--- config.mk ---
export PLATFORM = sky130hd
export DESIGN_NAME = fetch_pc
export DESIGN_NICKNAME = d
export VERILOG_FILES = /design/src/isa_pkg.sv /design/src/cdc_pkg.sv /design/src/fetch_pc.sv
export SDC_FILE = /design/constraint.sdc
export NUM_CORES = 1
export LEC_CHECK = 0
export BUFFER_PORTS_ARGS = -buffer_cell sky130_fd_sc_hd__buf_2
export CORE_MARGIN = 1
export CORE_UTILIZATION = 35
export CTS_BUF_LIST = sky130_fd_sc_hd__clkbuf_4
export DETAILED_ROUTE_END_ITERATION = 16
export PLACE_DENSITY = 0.64
export SLEW_MARGIN = 20
export SYNTH_ARGS = -nofsm -noshare
export SYNTH_HDL_FRONTEND = slang
export SYNTH_SLANG_ARGS = --single-unit
export TNS_END_PERCENT = 100
--- constraint.sdc ---
create_clock -name sys_clk -period 4.05 [get_ports sys_clk]
set_input_delay 0.81 -clock sys_clk [delete_from_list [all_inputs] [get_ports sys_clk]]
set_output_delay 0.81 -clock sys_clk [all_outputs]
set_load 0.005 [all_outputs]
--- src/isa_pkg.sv ---
`default_nettype none

package isa_pkg;

    // Sizes of the shared instruction store
    localparam int addr_w    = 11;              // Enough to address every word of the memory
    localparam int instr_w   = 32;              // One instruction is one 32-bit word
    localparam int mem_depth = 1 << addr_w;     // 2048 words so the fetch address wraps on its own

    typedef logic [addr_w-1:0]  addr_t;         // Address used by loader, fetch and branches
    typedef logic [instr_w-1:0] instr_t;        // Raw instruction word as stored and delivered

    // The top bit of every word picks the core that executes it
    localparam int core_sel_bit = 31;           // Zero steers to core 0 and one steers to core 1

endpackage

`default_nettype wire

--- src/cdc_pkg.sv ---
`default_nettype none

package cdc_pkg;

    localparam int sync_stages       = 2;                 // Flops in every synchronizer chain
    localparam int fifo_addr_w       = 3;                 // Index width of the per-core FIFO
    localparam int fifo_depth        = 1 << fifo_addr_w;  // Eight entries per core
    localparam int fifo_slack        = 2;                 // Free entries kept for words in flight
    localparam int flush_hold_cycles = 6;                 // Quiet sys_clk cycles after a branch

    // One extra bit beyond the index tells a full FIFO from an empty one
    typedef logic [fifo_addr_w:0] fifo_ptr_t;

endpackage

`default_nettype wire

--- src/fetch_pc.sv ---
`default_nettype none

module fetch_pc (
    input  logic           sys_clk,
    input  logic           rst_n,
    input  logic           cpu_en,        // Fetch enable from the system side
    input  logic           stall,         // One of the core FIFOs is nearly full
    input  logic           branch,        // Branch pulse already moved into sys_clk
    input  isa_pkg::addr_t branch_addr,   // Stable for several cycles around the pulse
    output logic           fetch,         // Read request to the instruction memory
    output isa_pkg::addr_t fetch_addr,
    output logic           hold           // Flush window where fetches and writes are blocked
);
    import isa_pkg::*;
    import cdc_pkg::*;

    typedef logic [$clog2(flush_hold_cycles + 1)-1:0] hold_cnt_t;

    addr_t     pc;                        // Address of the next word to fetch
    hold_cnt_t hold_cnt;                  // Cycles left in the flush window

    // The branch cycle itself already counts as part of the hold
    assign hold       = branch || (hold_cnt != '0);
    assign fetch      = cpu_en && !stall && !hold;  // One word per cycle when all is clear
    assign fetch_addr = pc;

    always_ff @(posedge sys_clk) begin
        if (!rst_n) begin
            pc       <= '0;
            hold_cnt <= '0;
        end else if (branch) begin
            pc       <= branch_addr;                  // New stream starts here after the hold
            hold_cnt <= hold_cnt_t'(flush_hold_cycles);
        end else begin
            if (hold_cnt != '0) begin
                hold_cnt <= hold_cnt - hold_cnt_t'(1);  // Give the flush time to reach the cores
            end
            if (fetch) begin
                pc <= pc + addr_t'(1);                // Wraps modulo mem_depth by its width
            end
        end
    end

    // While the hold counts down the stall input is ignored
    // since the FIFOs are being emptied anyway

endmodule

`default_nettype wire

==> results of run 1 <==
==> worst max-delay path by stage <==
stage | from | end | slack (ns) | cells past startpoint
2_1_floorplan | branch | hold | 1.83 | 4
3_3_place_gp | branch | hold | 1.53 | 4
3_5_place_dp | branch | hold | 1.49 | 4
4_1_cts | hold_cnt[0] | fetch | 1.43 | 6
5_1_grt | hold_cnt[0] | fetch | 1.28 | 6
6_report | hold_cnt[0] | fetch | 1.45 | 6
==> cell type report <==
cell class,count,area [µm²]
Timing Repair Buffer,28,140
Fill cell,242,1210
Clock buffer,3,22.5
Multi-Input combinational cell,72,502
Clock inverter,1,3.75
Inverter,4,15.0
Sequential cell,14,280
Tap cell,28,35.0
==> layer usage <==
metal  track usage  up-vias  wire length, µm
met5             0        -                0
met1         0.231      399              998
met3        0.0333        2               81
met2         0.298       16              942
met4        0.0556        0               13
li1              -      419                -
==> state kept, by name, summed over array words and instances (netlist names) <==
name and cells:
fetch_addr 11, hold_cnt 3
==> layout by cell type (no fill, tap or decap), drive strengths merged, types with 2 or more instances in the layout <==
master	count
xor2	3
clkbuf	3
inv	3
clkinv	2
nor2	4
nand4	3
o21ai	9
ha	3
or4	5
nand2	6
and2b	2
o31ai	3
a211oi	2
nand3	3
mux2i	2
dfxtp	14
buf	28
a21oi	2
or3	3
a31oi	7
nand3b	2
nand4b	4
==> per-stage QoR <==
stage,utilization,area [µm²],hold slack (ns),std cells,total power [W]
after detailed placement,0.439,972,0.500,146,0.000224
after CTS,0.451,998,0.520,150,0.000310
after floorplan,-,825,0.477,94,0.000201
after global routing,0.451,998,0.569,150,0.000325
final,0.451,998,0.515,150,0.000306
after global placement,0.439,972,0.492,146,0.000223
==> kinds of logic (layout without fill, tap and decap cells) <==
logic type / count (synthesis) / in the layout / share of synthesized area
simple gates: 36 / 36 / 0.287
xor+xnor: 3 / 3 / 0.0319
flops: 14 / 14 / 0.340
fa+ha+maj: 3 / 3 / 0.0455
mux: 2 / 2 / 0.0243
compound gates: 28 / 28 / 0.220
buf+inv: 8 / 36 / 0.0516
==> power by group through the flow <==
| stage | Combinational [W] | Clock (W) | Sequential (W) |
|---|---|---|---|
| after floorplan | 0.0000376 | 0 | 0.000163 |
| after CTS | 0.0000589 | 0.0000885 | 0.000162 |
| after detailed placement | 0.0000582 | 0 | 0.000165 |
| after global routing | 0.0000668 | 0.0000937 | 0.000165 |
| after global placement | 0.0000578 | 0 | 0.000165 |
| final | 0.0000581 | 0.0000857 | 0.000162 |
==> worst max-delay path: stages (launching register included) <==
cell      delay [ns]
dfxtp_1         0.34
or2_2           0.29
inv_1           0.06
ha_1            0.34
nand3b_4        0.21
nor2_1          0.13
buf_2           0.12
==> summary.txt, run 1 <==
synthesized area = 825 µm²
Fmax = 385 MHz
area leader, netlist = dfxtp_1
Area contributors post-synth = dfxtp_1, o21ai_0, a31oi_1, ha_1, or4_1
Final Max Tran Viols = 0
Placer Congestion = 0.717
post-CTS setup buffer count = 0
DIE HEIGHT = 50.5 µm
MaxCap Viol Count = 0
cells on worst reg2reg path = 6
die area = 2550 µm²
share of layout cells above drive strength 1 = 0.295
Clk pin slew, worst setup/hold paths = 0.10 ns
ys async rst share = 0
Ys Warns = 0
number of synthesized flops with an enable pin = 0
status = completed
P_leak = 0.415 nW
crit end category = output pin
end of the worst register-to-register path = fetch_addr[9]
slew margin rel. = 0.677
Seq pwr share = 0.530
CP Class = flop to output pin
Int Power = 0.000212 W
RSZ-0062 raised after global routing = no
via count = 836
global route overflow = 0
pwr/cell area = 307 nW/µm²
Place WS = 1.49 ns
NumNets Final = 142
CP Max Fanout = 15
clk sinks = 14
hold crit path type = flop to flop
Final Hold Viols = 0
Worst-Margin Slew = 0.481 ns
Hold Path End = hold_cnt[1]
Primary FF master, synth = dfxtp_1
Starting Density = 0.373
peak supply drop = 0.122 mV
Worst Setup Start Kind = flop
TritonCTS Buffers = 3
area grow syn2layout = 21.1%
via/cell ratio = 5.57
Hold Crit Depth = 2
setup violators final = 0
row cnt = 17
hold_sp = hold_cnt[1]
Commonest cells post-synth = dfxtp_1, o21ai_0, a31oi_1
Worst-Skew Late Latency = 0.28 ns
quantity of hold-fixing buffers added after cts = 0
slack of the critical path = 1.45 ns
setup TNS = 0 ns
share of the synthesized area in the top cell type = 0.340
R2R setup slack = 2.00 ns
All-Layer GR Usage = 0.179
Req. time, crit path = 3.24 ns
io pins = 29
Post-Route WL = 2040 µm
final worst-path cycle share = 0.641
DRT iter0 DRCs = 11
Synth cell types = 36
global-route wire length before repair = 3480 µm
most frequent cell after synthesis = dfxtp_1
initial antenna violation count = 0
DP Wirelength = 1420 µm
Net Sw Power = 0.0000939 W
Buffers on Ports = 28
CTS root buf = clkbuf_4
Antenna Violating Nets Remaining = 0
CTS tree = built
CTS resizes = 0
Net Sw Frac = 0.307
core box area = 2210 µm²
Tmin final = 2.60 ns
largest net degree at the start of global routing = 20
worst r2r src = hold_cnt[0]
wire per inst = 13.6 µm
synthesized instance count = 94
Die X = 50.5 µm
synthesized flop and latch total = 14
drt pass-1 iters = 3
Syn Area/Cell = 8.77 µm²
clk_skew = 0.00616 ns
sequential area share after synthesis = 0.340
H-tree depth = 1
clock share of power = 0.280
n_diodes = 0
Worst EP arrival = 1.79 ns
CTS Buffer Depth = 2
Synthesized Nets = 113
Comb pwr share = 0.190
number of global-route vias before repair = 790
Post-route DRC = 0
(Power assumes the default switching activity.)
==> inputs of run 2 (changes only) <==
--- a/config.mk
+++ b/config.mk
@@ -10,7 +10,7 @@
 export CORE_UTILIZATION = 35
 export CTS_BUF_LIST = sky130_fd_sc_hd__clkbuf_4
 export DETAILED_ROUTE_END_ITERATION = 16
-export PLACE_DENSITY = 0.64
+export PLACE_DENSITY = 0.67
 export SLEW_MARGIN = 20
 export SYNTH_ARGS = -nofsm -noshare
 export SYNTH_HDL_FRONTEND = slang
==> constraint.sdc (replaced) <==
create_clock -name sys_clk -period 2.3 [get_ports sys_clk]
set_input_delay 0.46 -clock sys_clk [delete_from_list [all_inputs] [get_ports sys_clk]]
set_output_delay 0.46 -clock sys_clk [all_outputs]
set_load 0.005 [all_outputs]
==> summary.txt, run 2 (synthesis gave the netlist of run 1 again) <==
status = completed
delay-heaviest family, CP = simple AND/OR/NAND/NOR gates
max reg flops = 11
commonest non-fill, non-tap cell in the layout = buf_2
Clk pin slew, worst setup/hold paths = 0.09 ns
peak supply drop = 0.266 mV
Req. time, crit path = 1.84 ns
Net Sw Power = 0.000158 W
via/cell ratio = 5.55
Buffers on Ports = 28
hold crit path type = primary input to flop
cells on worst reg2reg path = 6
number of global-route vias before repair = 745
DRT iter0 DRCs = 20
global-route wire length before repair = 3370 µm
Post-Route WL = 2060 µm
Die X = 50.5 µm
CP Class = flop to output pin
end of the worst register-to-register path = fetch_addr[9]
clock share of power = 0.264
initial antenna violation count = 0
worst r2r src = hold_cnt[0]
via count = 838
io pins = 29
TritonCTS Buffers = 3
setup violators final = 0
Final Hold Viols = 0
Hold Crit Depth = 3
Tmin final = 2.15 ns
P_leak = 0.419 nW
Place WS = 0.239 ns
Tot Pwr = 0.000534 W
clk sinks = 14
Comb pwr share = 0.198
NumNets Final = 143
core box area = 2210 µm²
Worst-Skew Late Latency = 0.28 ns
R2R setup slack = 0.36 ns
H-tree depth = 1
setup TNS = 0 ns
Post-route DRC = 0
WP buf/inv = 2
Hold Path End = fetch_addr[9]
die area = 2550 µm²
MaxCap Viol Count = 0
most frequent cells in the layout = buf_2, dfxtp_1, o21ai_0
slack of the critical path = 0.150 ns
All-Layer GR Usage = 0.178
placed cells = 147
share of layout cells above drive strength 1 = 0.309
RSZ-0062 raised after global routing = no
CTS Buffer Depth = 2
Worst-Margin Slew = 0.298 ns
CTS root buf = clkbuf_4
slowest CP cell = dfxtp_1
Placer Congestion = 0.740
Starting Density = 0.373
DIE HEIGHT = 50.5 µm
crit end category = output pin
final instance area = 1010 µm²
n_diodes = 0
clk_skew = 0.0107 ns
Worst Setup Start Kind = flop
final worst-path cycle share = 0.935
row cnt = 17
Antenna Violating Nets Remaining = 0
Max stage delay on crit path = 0.34 ns
slew margin rel. = 0.799
crit-path cells = or2_2 > inv_1 > ha_2 > nand3b_4 > nor2_1 > buf_2
global route overflow = 0
CP Max Fanout = 15
post-CTS setup buffer count = 0
Int Power = 0.000376 W
Net Sw Frac = 0.296
DP Wirelength = 1520 µm
Seq pwr share = 0.538
Worst EP arrival = 1.69 ns
area grow syn2layout = 22.3%
Fmax = 465 MHz
pwr/cell area = 529 nW/µm²
area of placed instances = 980 µm²
quantity of hold-fixing buffers added after cts = 0
wire per inst = 13.7 µm
drt pass-1 iters = 4
hold_sp = branch_addr[9]
final cell count without fillers = 151
largest net degree at the start of global routing = 19
Final Max Tran Viols = 0
CTS tree = built
==> run 2: cell count changes in the layout (fill, tap and decap cells not counted), sizes merged <==
cell / before / now
buf: 28 / 29
==> run 2: routing by layer <==
layer  vias up  GRT usage  wire length [µm]
li1        420          -                 -
met1       391      0.238               953
met2        25      0.271               970
met3         2     0.0394               124
met4         0     0.0787                14
met5         -          0                 0
==> run 2: what timing repair did <==
action,CTS,global route
hold endpoints to repair,0,0
endpoints found under the setup margin,0,1
gates resized for setup,0,1
==> run 2: area by class of cell <==
| type | instances | area, µm² |
|---|---|---|
| clock buffers | 3 | 22.5 |
| clock inverters | 1 | 3.75 |
| fillers | 234 | 1200 |
| inverters | 4 | 15.0 |
| multi-input cells | 72 | 504 |
| flip-flops and latches | 14 | 280 |
| well taps | 28 | 35.0 |
| repair buffers | 29 | 148 |
==> run 2: per-stage QoR <==
step | utilization | hold WS, ns
5_1_grt | 0.456 | 0.446
6_report | 0.456 | 0.444
4_1_cts | 0.455 | 0.437
2_1_floorplan | - | 0.477
3_3_place_gp | 0.443 | 0.497
3_5_place_dp | 0.443 | 0.515
==> run 2: worst max path at each step <==
stage                     slack (ns)         from              to  cells after the start
after floorplan                 0.56  hold_cnt[0]   fetch_addr[7]                      7
after global placement          0.34  hold_cnt[0]   fetch_addr[9]                      6
after detailed placement        0.24  hold_cnt[0]  fetch_addr[10]                      6
after CTS                       0.02  hold_cnt[0]           fetch                      6
after global routing            0.04  hold_cnt[0]           fetch                      6
final                           0.15  hold_cnt[0]           fetch                      6
==> run 2: power groups by stage <==
stage	Clock, W	Sequential (W)	Combinational [W]
finish	0.000141	0.000287	0.000106
global route	0.000155	0.000291	0.000118
CTS	0.000145	0.000287	0.000105
detailed placement	0	0.000292	0.000105
global placement	0	0.000291	0.000102
floorplan	0	0.000287	0.0000661
==> run 2: worst register-to-register path, cell delays in order (launching register included) <==
cell	delay [ns]
dfxtp_1	0.34
or2_2	0.30
inv_1	0.06
ha_2	0.28
nand3b_4	0.19
or4_1	0.55
a31oi_1	0.15
